$ cat config.mk
export PLATFORM = sky130hd
export DESIGN_NAME = decoderTop
export DESIGN_NICKNAME = d
export VERILOG_FILES = /design/src/rtl/decoderPkg.sv /design/src/rtl/ctrlBus.sv /design/src/rtl/decoderTop.sv /design/src/rtl/decodeStage.sv /design/src/rtl/instrRewrite.sv /design/src/rtl/controlGen.sv /design/src/rtl/condEval.sv
export VERILOG_INCLUDE_DIRS = /design/src /design/src/rtl
export SDC_FILE = /design/constraint.sdc
export NUM_CORES = 1
export LEC_CHECK = 0
export ABC_AREA = 1
export BUFFER_PORTS_ARGS = -buffer_cell sky130_fd_sc_hd__buf_2
export CAP_MARGIN = 0
export CORE_MARGIN = 4
export CORE_UTILIZATION = 54
export DETAILED_ROUTE_END_ITERATION = 6
export GPL_ROUTABILITY_DRIVEN = 0
export GPL_TIMING_DRIVEN = 0
export HOLD_SLACK_MARGIN = 0.12
export PLACE_DENSITY = 0.9
export REMOVE_ABC_BUFFERS = 1
export SLEW_MARGIN = 20
export SYNTH_ARGS = -nofsm -noshare
export SYNTH_HDL_FRONTEND = slang
export SYNTH_SLANG_ARGS = --single-unit
$ cat constraint.sdc
create_clock -name clk -period 3.07 [get_ports clk]
set_input_delay 0.1535 -clock clk [delete_from_list [all_inputs] [get_ports clk]]
set_output_delay 0.1535 -clock clk [all_outputs]
set_load 0.01 [all_outputs]
$ cat src/rtl/decoder_macros.svh
// decoder constants: word widths, opcode and extension encodings, fixed rewrite words
`ifndef DECODER_MACROS_SVH
`define DECODER_MACROS_SVH

// widths
`define WORD_W        16
`define REG_IDX_W     4
`define FLAG_W        5
`define FIELD_W       4
`define IMM_W         8

// fixed words used by the rewrite
// or r0,r0 does nothing
`define NOP_WORD      16'h0020
`define ADDU_EXT      4'b0110
`define BRANCH_PREFIX 8'h50

// primary opcodes
`define OP_RTYPE      4'b0000
`define OP_ANDI       4'b0001
`define OP_ORI        4'b0010
`define OP_XORI       4'b0011
`define OP_MEMJMP     4'b0100
`define OP_ADDI       4'b0101
`define OP_ADDUI      4'b0110
`define OP_SHIFT      4'b1000
`define OP_SUBI       4'b1001
`define OP_CMPI       4'b1011
`define OP_BCOND      4'b1100
`define OP_MOVI       4'b1101
`define OP_LUI        4'b1111

// extension codes
`define EXT_CMP       4'b1011
`define EXT_LSH       4'b0100
`define EXT_LOAD      4'b0000
`define EXT_STORE     4'b0100
`define EXT_JAL       4'b1000
`define EXT_JCOND     4'b1100

`endif
$ cat src/rtl/decoderPkg.sv
// decoder types: instruction word views, immediate and condition codes, rewrite kinds
`default_nettype none

`include "decoder_macros.svh"

package decoderPkg;

    // register-register view
    typedef struct packed {
        logic [`FIELD_W-1:0] opcode;
        // also the condition code for jumps and branches
        logic [`FIELD_W-1:0] dest;
        logic [`FIELD_W-1:0] ext;
        logic [`FIELD_W-1:0] src;
    } rForm_t;

    // register-immediate view
    typedef struct packed {
        logic [`FIELD_W-1:0] opcode;
        logic [`FIELD_W-1:0] dest;
        logic [`IMM_W-1:0]   imm;
    } iForm_t;

    // same word, decoded either way
    typedef union packed {
        rForm_t rForm;
        iForm_t iForm;
    } instrWord_t;

    // how the alu extends the 8-bit immediate
    typedef enum logic [1:0] {
        immRaw  = 2'd0,
        immSign = 2'd1,
        immZero = 2'd2,
        immNone = 2'd3
    } immType_t;

    // condition codes for JCond and Bcond
    typedef enum logic [3:0] {
        Eq            = 4'b0000,
        Neq           = 4'b0001,
        CarrySet      = 4'b0010,
        CarryClear    = 4'b0011,
        HigherThan    = 4'b0100,
        LowerOrSame   = 4'b0101,
        GreaterThan   = 4'b0110,
        Leq           = 4'b0111,
        Fset          = 4'b1000,
        Fclear        = 4'b1001,
        Lo            = 4'b1010,
        HigherOrSame  = 4'b1011,
        LessThan      = 4'b1100,
        Geq           = 4'b1101,
        Unconditional = 4'b1110,
        NoJump        = 4'b1111
    } cond_t;

    // bit positions inside psr
    typedef enum logic [2:0] {
        psrCarry    = 3'd0,
        psrLow      = 3'd1,
        psrFlag     = 3'd2,
        psrZero     = 3'd3,
        psrNegative = 3'd4
    } flagIdx_t;

    // what the outgoing word becomes
    typedef enum logic [2:0] {
        rwKeep,
        rwNop,
        rwLoad,
        rwStore,
        rwJal,
        rwJump,
        rwBranch
    } rewrite_t;

endpackage

`default_nettype wire

$ cat src/rtl/ctrlBus.sv
// control bundle between control generation and the decode stage register
`default_nettype none
`timescale 1ns/100ps

`include "decoder_macros.svh"

interface ctrlBus
    import decoderPkg::*;
();

    // enables
    logic                  regWriteEn;
    logic                  ramWriteEn;
    logic                  pcWrite;
    // datapath mux selects
    logic                  immSelect;
    immType_t              immType;
    logic                  pcOrRegSelect;
    logic                  aluWriteBack;
    // register indices
    logic [`REG_IDX_W-1:0] regWriteAddr;
    logic [`REG_IDX_W-1:0] linkReg;

    // decode side drives
    modport gen (
        output regWriteEn, ramWriteEn, pcWrite, immSelect, immType,
        output pcOrRegSelect, aluWriteBack, regWriteAddr, linkReg
    );

    // pipeline register samples
    modport stage (
        input regWriteEn, ramWriteEn, pcWrite, immSelect, immType,
        input pcOrRegSelect, aluWriteBack, regWriteAddr, linkReg
    );

endinterface

`default_nettype wire

$ cat src/rtl/decoderTop.sv
// decoder top: combinational decode path feeding the one-cycle stage register
`default_nettype none
`timescale 1ns/100ps

`include "decoder_macros.svh"

module decoderTop
    import decoderPkg::*;
(
    input  logic                  clk,
    input  logic                  rstN,
    input  logic                  instrValid,
    input  logic [`WORD_W-1:0]    instruction,
    input  logic [`FLAG_W-1:0]    psr,
    output logic                  outValid,
    output logic                  regWriteEn,
    output logic                  ramWriteEn,
    output logic                  pcWrite,
    output logic                  immSelect,
    output immType_t              immType,
    output logic                  pcOrRegSelect,
    output logic                  aluWriteBack,
    output logic [`REG_IDX_W-1:0] regWriteAddr,
    output logic [`REG_IDX_W-1:0] linkReg,
    output logic [`WORD_W-1:0]    instructionOut
);

    instrWord_t         instrWord;
    logic               taken;
    rewrite_t           rewriteKind;
    logic [`WORD_W-1:0] rewritten;

    ctrlBus ctrlIf ();

    assign instrWord = instruction;

    // condition code sits in the dest field
    condEval u_condEval (
        .cond  (cond_t'(instrWord.rForm.dest)),
        .psr   (psr),
        .taken (taken)
    );

    controlGen u_controlGen (
        .instr       (instrWord),
        .taken       (taken),
        .ctrl        (ctrlIf.gen),
        .rewriteKind (rewriteKind)
    );

    instrRewrite u_instrRewrite (
        .instr       (instrWord),
        .rewriteKind (rewriteKind),
        .rewritten   (rewritten)
    );

    decodeStage u_decodeStage (
        .clk            (clk),
        .rstN           (rstN),
        .instrValid     (instrValid),
        .ctrl           (ctrlIf.stage),
        .rewritten      (rewritten),
        .outValid       (outValid),
        .regWriteEn     (regWriteEn),
        .ramWriteEn     (ramWriteEn),
        .pcWrite        (pcWrite),
        .immSelect      (immSelect),
        .immType        (immType),
        .pcOrRegSelect  (pcOrRegSelect),
        .aluWriteBack   (aluWriteBack),
        .regWriteAddr   (regWriteAddr),
        .linkReg        (linkReg),
        .instructionOut (instructionOut)
    );

endmodule

`default_nettype wire

$ cat src/rtl/decodeStage.sv
// decode stage register: captures controls and rewritten word on the valid strobe
`default_nettype none
`timescale 1ns/100ps

`include "decoder_macros.svh"

module decodeStage
    import decoderPkg::*;
(
    input  logic                  clk,
    input  logic                  rstN,
    input  logic                  instrValid,
    ctrlBus.stage                 ctrl,
    input  logic [`WORD_W-1:0]    rewritten,
    output logic                  outValid,
    output logic                  regWriteEn,
    output logic                  ramWriteEn,
    output logic                  pcWrite,
    output logic                  immSelect,
    output immType_t              immType,
    output logic                  pcOrRegSelect,
    output logic                  aluWriteBack,
    output logic [`REG_IDX_W-1:0] regWriteAddr,
    output logic [`REG_IDX_W-1:0] linkReg,
    output logic [`WORD_W-1:0]    instructionOut
);

    // valid, enables and word
    always_ff @(posedge clk) begin
        if (!rstN) begin
            outValid       <= 1'b0;
            regWriteEn     <= 1'b0;
            ramWriteEn     <= 1'b0;
            pcWrite        <= 1'b0;
            instructionOut <= '0;
        end else begin
            outValid   <= instrValid;
            // enables only live for one cycle per strobe
            regWriteEn <= instrValid && ctrl.regWriteEn;
            ramWriteEn <= instrValid && ctrl.ramWriteEn;
            pcWrite    <= instrValid && ctrl.pcWrite;
            if (instrValid) begin
                instructionOut <= rewritten;
            end
        end
    end

    // selects and indices hold between strobes
    always_ff @(posedge clk) begin
        if (instrValid) begin
            immSelect     <= ctrl.immSelect;
            immType       <= ctrl.immType;
            pcOrRegSelect <= ctrl.pcOrRegSelect;
            aluWriteBack  <= ctrl.aluWriteBack;
            regWriteAddr  <= ctrl.regWriteAddr;
            linkReg       <= ctrl.linkReg;
        end
    end

endmodule

`default_nettype wire

$ cat src/rtl/instrRewrite.sv
// instruction rewrite: builds the word the alu sees for each rewrite kind
`default_nettype none
`timescale 1ns/100ps

`include "decoder_macros.svh"

module instrRewrite
    import decoderPkg::*;
(
    input  instrWord_t         instr,
    input  rewrite_t           rewriteKind,
    output logic [`WORD_W-1:0] rewritten
);

    always_comb begin
        case (rewriteKind)
            rwNop: begin
                rewritten = `NOP_WORD;
            end
            // address = dest + src through an ADDU
            rwLoad: begin
                rewritten = {`OP_RTYPE, instr.rForm.dest, `ADDU_EXT, instr.rForm.src};
            end
            // fields swapped, address register moves to src
            rwStore: begin
                rewritten = {`OP_RTYPE, instr.rForm.src, `ADDU_EXT, instr.rForm.dest};
            end
            // target register plus r0
            rwJal, rwJump: begin
                rewritten = {`OP_RTYPE, 4'b0000, `ADDU_EXT, instr.rForm.src};
            end
            rwBranch: begin
                rewritten = {`BRANCH_PREFIX, instr.iForm.imm};
            end
            default: begin
                rewritten = instr;
            end
        endcase
    end

endmodule

`default_nettype wire

$ cat src/rtl/controlGen.sv
// control generation: opcode decode into datapath controls and a rewrite kind
`default_nettype none
`timescale 1ns/100ps

`include "decoder_macros.svh"

module controlGen
    import decoderPkg::*;
(
    input  instrWord_t instr,
    input  logic       taken,
    ctrlBus.gen        ctrl,
    output rewrite_t   rewriteKind
);

    always_comb begin
        // quiet defaults, reg1 and reg2 into the alu
        ctrl.regWriteEn    = 1'b0;
        ctrl.ramWriteEn    = 1'b0;
        ctrl.pcWrite       = 1'b0;
        ctrl.immSelect     = 1'b0;
        ctrl.immType       = immRaw;
        ctrl.pcOrRegSelect = 1'b1;
        ctrl.aluWriteBack  = 1'b1;
        ctrl.regWriteAddr  = instr.rForm.dest;
        ctrl.linkReg       = '0;
        rewriteKind        = rwKeep;

        case (instr.rForm.opcode)
            `OP_RTYPE: begin
                // compare only updates psr
                ctrl.regWriteEn = (instr.rForm.ext != `EXT_CMP);
            end
            `OP_SHIFT: begin
                ctrl.regWriteEn = 1'b1;
                // anything but LSH is the immediate shift
                if (instr.rForm.ext != `EXT_LSH) begin
                    ctrl.immSelect = 1'b1;
                    ctrl.immType   = immRaw;
                end
            end
            `OP_ADDI, `OP_ADDUI, `OP_SUBI: begin
                ctrl.regWriteEn = 1'b1;
                ctrl.immSelect  = 1'b1;
                ctrl.immType    = immSign;
            end
            `OP_CMPI: begin
                // psr only, no write
                ctrl.immSelect = 1'b1;
                ctrl.immType   = immSign;
            end
            `OP_ANDI, `OP_ORI, `OP_XORI, `OP_MOVI: begin
                ctrl.regWriteEn = 1'b1;
                ctrl.immSelect  = 1'b1;
                ctrl.immType    = immZero;
            end
            `OP_LUI: begin
                ctrl.regWriteEn = 1'b1;
                ctrl.immSelect  = 1'b1;
                ctrl.immType    = immRaw;
            end
            `OP_MEMJMP: begin
                case (instr.rForm.ext)
                    `EXT_LOAD: begin
                        // address passes the alu, ram data written back
                        ctrl.regWriteEn   = 1'b1;
                        ctrl.immSelect    = 1'b1;
                        ctrl.immType      = immNone;
                        ctrl.aluWriteBack = 1'b0;
                        rewriteKind       = rwLoad;
                    end
                    `EXT_STORE: begin
                        ctrl.ramWriteEn = 1'b1;
                        rewriteKind     = rwStore;
                    end
                    `EXT_JAL: begin
                        // return address goes to the link register
                        ctrl.pcWrite   = 1'b1;
                        ctrl.immSelect = 1'b1;
                        ctrl.immType   = immNone;
                        ctrl.linkReg   = instr.rForm.dest;
                        rewriteKind    = rwJal;
                    end
                    `EXT_JCOND: begin
                        if (taken) begin
                            ctrl.pcWrite   = 1'b1;
                            ctrl.immSelect = 1'b1;
                            ctrl.immType   = immNone;
                            rewriteKind    = rwJump;
                        end else begin
                            rewriteKind = rwNop;
                        end
                    end
                    default: begin
                        rewriteKind = rwKeep;
                    end
                endcase
            end
            `OP_BCOND: begin
                // pc plus signed displacement
                if (taken) begin
                    ctrl.pcWrite       = 1'b1;
                    ctrl.immSelect     = 1'b1;
                    ctrl.immType       = immSign;
                    ctrl.pcOrRegSelect = 1'b0;
                    rewriteKind        = rwBranch;
                end else begin
                    rewriteKind = rwNop;
                end
            end
            default: begin
                rewriteKind = rwKeep;
            end
        endcase

        // all-zero word already decodes as an r0 write, same as NOP
        if (instr == '0) begin
            rewriteKind = rwNop;
        end
    end

endmodule

`default_nettype wire

$ cat src/rtl/condEval.sv
// condition evaluator: decides whether a jump or branch is taken from the psr flags
`default_nettype none
`timescale 1ns/100ps

`include "decoder_macros.svh"

module condEval
    import decoderPkg::*;
(
    input  cond_t              cond,
    input  logic [`FLAG_W-1:0] psr,
    output logic               taken
);

    logic neg;
    logic zer;
    logic flg;
    logic low;
    logic car;

    // name the flags once
    assign neg = psr[psrNegative];
    assign zer = psr[psrZero];
    assign flg = psr[psrFlag];
    assign low = psr[psrLow];
    assign car = psr[psrCarry];

    // one rule per code, shared by JCond and Bcond
    always_comb begin
        case (cond)
            Eq:            taken = zer;
            Neq:           taken = !zer;
            // signed compares
            GreaterThan:   taken = neg;
            Geq:           taken = neg || zer;
            LessThan:      taken = !neg && !zer;
            Leq:           taken = !neg;
            CarrySet:      taken = car;
            CarryClear:    taken = !car;
            // unsigned compares use the low flag
            HigherThan:    taken = low;
            HigherOrSame:  taken = low || zer;
            LowerOrSame:   taken = !low;
            Lo:            taken = !low && !zer;
            Fset:          taken = flg;
            Fclear:        taken = !flg;
            Unconditional: taken = 1'b1;
            default:       taken = 1'b0;
        endcase
    end

endmodule

`default_nettype wire

==> results of run 1 <==
## registers in the layout, summed over array words and instances, names as in the netlist
name / flops
u_decodeStage.instructionOut: 16
u_decodeStage.pcWrite: 1
u_decodeStage.linkReg: 4
u_decodeStage.regWriteAddr: 4
u_decodeStage.outValid: 1
u_decodeStage.immSelect: 1
u_decodeStage.regWriteEn: 1
u_decodeStage.ramWriteEn: 1
u_decodeStage.pcOrRegSelect: 1
u_decodeStage.aluWriteBack: 1
u_decodeStage.immType: 2
## how the worst max path moves through the flow
| stage | slack, ns | from | end | cells past startpoint |
|---|---|---|---|---|
| floorplan | 1.66 | instruction[9] | u_decodeStage.instructionOut[1]$_SDFFE_PN0P_ | 14 |
| detailed placement | 1.24 | instruction[9] | u_decodeStage.instructionOut[2]$_SDFFE_PN0P_ | 15 |
| global placement | 1.30 | instruction[9] | u_decodeStage.instructionOut[1]$_SDFFE_PN0P_ | 15 |
| global route | 0.89 | instruction[9] | u_decodeStage.instructionOut[2]$_SDFFE_PN0P_ | 16 |
| finish | 1.02 | instruction[9] | u_decodeStage.instructionOut[2]$_SDFFE_PN0P_ | 16 |
| CTS | 1.04 | instruction[9] | u_decodeStage.instructionOut[2]$_SDFFE_PN0P_ | 16 |
## final cells by class
class,instances,area [µm²]
Multi-Input combinational cell,164,892
Fill cell,254,860
Sequential cell,33,791
Timing Repair Buffer,66,380
Inverter,31,116
Clock buffer,8,58.8
Tap cell,44,55.1
## cells by family (layout without fill, tap and decap cells)
logic type             count (synthesis)  in the layout  synth area share, %
AO/OA/AOI/OAI                         39             39                 12.9
buffers and inverters                 36            105                 7.69
flip-flops                            33             33                 43.4
AND/OR/NAND/NOR                      125            125                 36.0
## routing by layer
metal,vias to the layer above,track usage [%]
met5,-,0
met4,0,9.14
met3,6,3.06
met2,77,34.9
met1,809,27.9
li1,907,-
## critical path, cell delays in order
cell and delay, ns:
dlygate4sd3_1 0.53, buf_2 0.16, inv_2 0.18, nand2_2 0.07
nand2_1 0.06, nand2_1 0.04, nand3_1 0.08, nand2_2 0.06
nor2_4 0.11, nand2_4 0.10, nand2_8 0.11, nand2_4 0.07
nor2_8 0.15, nand2_1 0.15, a21oi_1 0.19, nor2_1 0.05
## through the flow
| step | instance area (µm²) | cells |
|---|---|---|
| 2_1_floorplan | 1800 | 228 |
| 3_3_place_gp | 2130 | 328 |
| 3_5_place_dp | 2130 | 328 |
| 4_1_cts | 2290 | 346 |
| 5_1_grt | 2290 | 346 |
| 6_report | 2290 | 346 |
## Yosys cell counts, drive strengths merged
cell type	number	share of area, %
nor3	5	1.4
a21o	1	0.41
o21ai	14	3.8
nand3b	1	0.41
nand3	15	4.7
clkbuf	2	0.41
a31oi	6	2.1
o21bai	1	1.0
a211oi	1	0.41
inv	31	6.4
nor2	34	10
nor3b	1	0.41
o211ai	1	0.41
nand2	59	16
dfxtp	20	22
nand4	8	2.7
a2111oi	1	0.48
edfxtp	13	21
or2	2	0.82
buf	3	0.89
a21oi	13	3.8
o2111ai	1	0.48
## layout by cell type, fill, tap and decap left out, types with 4 or more instances in the layout
| cell | Yosys | routed |
|---|---|---|
| inv_1 | 26 | 26 |
| nand3_1 | 13 | 13 |
| nor2_2 | 6 | 6 |
| buf_2 | 1 | 56 |
| a31oi_1 | 6 | 6 |
| nand2_2 | 7 | 7 |
| o21ai_0 | 14 | 14 |
| a21oi_1 | 12 | 12 |
| edfxtp_1 | 13 | 13 |
| nand4_1 | 8 | 8 |
| clkbuf_4 | 0 | 5 |
| nand2_4 | 4 | 4 |
| nand2_1 | 47 | 47 |
| dfxtp_1 | 20 | 20 |
| nor3_1 | 5 | 5 |
| dlygate4sd3_1 | 0 | 10 |
| inv_2 | 5 | 5 |
| nor2_1 | 24 | 24 |
## where the power goes
| part | leakage (µW) | switching, µW | internal [µW] |
|---|---|---|---|
| sequential | 0.000292 | 9.43 | 484 |
| clock | 0.0000326 | 143 | 113 |
| combinational | 0.000797 | 114 | 73.8 |
| total | 0.00112 | 267 | 671 |
## repair_timing
item                                   in CTS  in global routing
hold buffers                               10                  0
endpoints found under the hold margin      13                  0
setup endpoints to repair                   0                  0
==> metrics.txt, run 1 <==
Final Hold Viols=0; TritonCTS clock tree=done; nature of the critical path endpoint=register; hold_ws=0.129 ns; PwrDens=409 mW/mm²; clock latency at the later pin of the worst-skew pair=0.35 ns; remaining routing DRC violations=0; Layout area overhead=25.8%; CTS root buf=clkbuf_4; DP HPWL=between 3000 and 4000 µm; Seq/Total Area, Yosys=43.4%; Initial Util=57.8%; Setup Skew=0 ns; Worst Path Arrival=between 2 and 2.5 ns; setup TNS=0 ns; largest net degree at the start of global routing=43; average routed wire per standard cell=about 13 µm; Final setup viols=0; layout cells sized above 1=about a third; Crit Path Class=input pin to register; DIE HEIGHT=66.1 µm; CTS H-tree lvls=2; WL met3=300 µm; Min-Delay Path Class=input pin to register; Die Wd=66.1 µm; Synth warnings=0; Req. time, crit path=roughly 3.3 ns; wirelength, routed=around 4300 µm; Max clock buf depth=2; final core utilization=between 70 and 80%; Cells after Synth=~230; syn avg cell area=7.82 µm²; vias in the first global route=about 1600; Overall Power=~940 µW; total track usage=roughly a fifth; row cnt=20; status=complete, no violations; VDD IR max=208 µV; Worst slew margin=51.5%; WHS Path Cells=3; Yosys cell types=34; io pins=57; post-route antenna net violation count=0; Final Cycle Share=66.6%; highest metal used=met4; Worst R2R Path Depth=3; residual overflow from global routing=0; Least-Margin Pin Slew=0.727 ns; Synth Register Bits=33; Max-cap violations=0; routed via count=1799; Port Buffers=56; max-slew violation count=0; Hold Startpoint=instruction[7]; postcts setup bufs=0; crit path max fanout=10; reg2reg setup slack=around 2.3 ns; Clock transition at path regs=0.10 ns; ANT cells=0; Initial DRT Pass Iterations=6; die area=0.00437 mm²; setup slack at placement=1.24 ns; min Tclk post-route=2.05 ns; clk sinks=33; Static Leakage=0.00112 µW; Num CTS Buffers=5; Setup WS post-layout=1.02 ns; post-cts sizing count=0; unrepaired setup endpoints after global routing=false; Hold Path End=u_decodeStage.instructionOut[7]$_SDFFE_PN0P_; via density per instance=5.20; FF-to-FF End=u_decodeStage.instructionOut[5]$_SDFFE_PN0P_; Setup crit start kind=input pin; f_max=489 MHz; Placeable Area=~0.0032 mm²; Mapped Area=0.00182 mm²; initial antenna violation count=0; first-pass GRT wire length=7180 µm; Initial DRC Count=roughly 150; met2 wire length=2140 µm; WL met1=1850 µm; reg-to-reg critical path startpoint=u_decodeStage.instructionOut[5]$_SDFFE_PN0P_; fin nets=325
Power figures use the tool's default switching activity.
==> inputs of run 2 (changes only) <==
--- a/config.mk
+++ b/config.mk
@@ -10,12 +10,12 @@
 export BUFFER_PORTS_ARGS = -buffer_cell sky130_fd_sc_hd__buf_2
 export CAP_MARGIN = 0
 export CORE_MARGIN = 4
-export CORE_UTILIZATION = 54
+export CORE_UTILIZATION = 46
 export DETAILED_ROUTE_END_ITERATION = 6
 export GPL_ROUTABILITY_DRIVEN = 0
 export GPL_TIMING_DRIVEN = 0
 export HOLD_SLACK_MARGIN = 0.12
-export PLACE_DENSITY = 0.9
+export PLACE_DENSITY = 0.82
 export REMOVE_ABC_BUFFERS = 1
 export SLEW_MARGIN = 20
 export SYNTH_ARGS = -nofsm -noshare
==> constraint.sdc (replaced) <==
create_clock -name clk -period 1.8 [get_ports clk]
set_input_delay 0.09 -clock clk [delete_from_list [all_inputs] [get_ports clk]]
set_output_delay 0.09 -clock clk [all_outputs]
set_load 0.01 [all_outputs]
==> metrics.txt, run 2 (synthesis gave the netlist of run 1 again) <==
Static Leakage=about 0.0012 µW; CTS H-tree lvls=2; Final Cycle Share=103%; DIE HEIGHT=between 70 and 80 µm; Initial Util=48.7%; CTS root buf=clkbuf_8; Worst slew margin=52.1%; ANT cells=0; WL met3=262 µm; Setup Skew=0 ns; die area=0.00503 mm²; initial antenna violation count=0; Max-cap violations=0; fin nets=328; met2 wire length=2100 µm; Clock transition at path regs=roughly 0.07 ns; remaining routing DRC violations=0; Max clock buf depth=2; wirelength, routed=4430 µm; post-route antenna net violation count=0; total track usage=17.2%; Min-Delay Path Class=input pin to register; routed via count=1803; final core utilization=between 60% and 70%; failing checks=setup timing; f_max=539 MHz; Req. time, crit path=1.98 ns; via density per instance=5.11; vias in the first global route=1555; VDD IR max=between 300 and 400 µV; Initial DRT Pass Iterations=4; Setup WS post-layout=-0.0539 ns; PwrDens=about 740 mW/mm²; clk sinks=33; largest net degree at the start of global routing=43; Least-Margin Pin Slew=~0.72 ns; Initial DRC Count=115; Die Wd=71.0 µm; nature of the critical path endpoint=register; Placeable Area=0.00374 mm²; Final setup viols=1; highest metal used=met4; layout cells sized above 1=32.8%; crit path max fanout=5; reg2reg setup slack=1.00 ns; DP HPWL=3170 µm; most frequent cells in the layout=buf_2 (56), nand2_1 (47), inv_1 (25); Worst Path Arrival=2.04 ns; Crit Path Class=input pin to register; residual overflow from global routing=0; Setup crit start kind=input pin; min Tclk post-route=1.85 ns; Port Buffers=56; status=finished, violations left; row cnt=22; Reg with most FFs=u_decodeStage.instructionOut; max-slew violation count=0; average routed wire per standard cell=around 13 µm; max reg flops=16; biggest registers after layout=u_decodeStage.instructionOut: 16 flops, u_decodeStage.linkReg: 4 flops, u_decodeStage.regWriteAddr: 4 flops; WL met1=between 2000 and 2500 µm; Final Hold Viols=0; Layout area overhead=30.2%; post-route insts no fill=353; commonest non-fill, non-tap cell in the layout=buf_2; clock latency at the later pin of the worst-skew pair=0.29 ns; io pins=57; Num CTS Buffers=5; first-pass GRT wire length=slightly above 7000 µm; placed cells=about 330; TritonCTS clock tree=done
## run 2: layout make-up
type                       instances  area, µm²
fill                             362       1370
multi-input combinational        164        905
sequential                        33        791
timing repair buffer              69        405
inverter                          31        120
clock buffer                       7       86.3
tap                               48       60.1
clock inverter                     1       6.26
## run 2: path summary, 6_finish.rpt
check | from | endpoint | depth (start not counted)
setup reg to reg | u_decodeStage.instructionOut[5]$_SDFFE_PN0P_ | u_decodeStage.instructionOut[5]$_SDFFE_PN0P_ | 3
hold / removal | instruction[14] | u_decodeStage.instructionOut[14]$_SDFFE_PN0P_ | 3
setup / recovery | instruction[7] | u_decodeStage.regWriteEn$_SDFF_PN0_ | 9
hold reg to reg | u_decodeStage.instructionOut[13]$_SDFFE_PN0P_ | u_decodeStage.instructionOut[13]$_SDFFE_PN0P_ | 2
## run 2: power by group
| part | switching (µW) | leakage [µW] | total, µW | internal (µW) |
|---|---|---|---|---|
| Combinational | 198 | 0.000810 | 329 | 131 |
| Clock | 267 | 0.0000488 | 578 | 311 |
| Sequential | 16.1 | 0.000292 | 843 | 826 |
## run 2: repair_timing
item,in CTS,in global routing
hold buffers,11,0
buffers inserted,0,2
hold endpoints to repair,15,0
setup endpoints to repair,0,15
gates resized for setup,0,4
## run 2: worst max-delay path, stage by stage
cell and delay (ns):
dlygate4sd3_1 0.53, buf_2 0.16, clkinvlp_4 0.13, nor2_1 0.18
nand3_1 0.15, a2111oi_1 0.50, nand3_1 0.17, nand2_1 0.09
inv_1 0.03
## run 2: routing by layer
| layer | up-vias | global-route usage (%) |
|---|---|---|
| met5 | - | 0 |
| met4 | 0 | 6.05 |
| met3 | 8 | 3.55 |
| met2 | 62 | 27.3 |
| met1 | 815 | 23.4 |
| li1 | 918 | - |
## run 2: per-stage QoR
step | hold slack [ns] | area (µm²) | TNS, ns | setup WS (ns) | total power (µW)
finish | 0.135 | 2370 | -0.0539 | -0.0539 | 1750
global route | 0.144 | 2370 | -0.124 | -0.124 | 1840
CTS | 0.131 | 2340 | 0 | 0.0488 | 1750
detailed placement | 0.354 | 2140 | 0 | 0.0562 | 1160
global placement | 0.348 | 2140 | 0 | 0.0915 | 1150
floorplan | 0.189 | 1800 | 0 | 0.457 | 1030
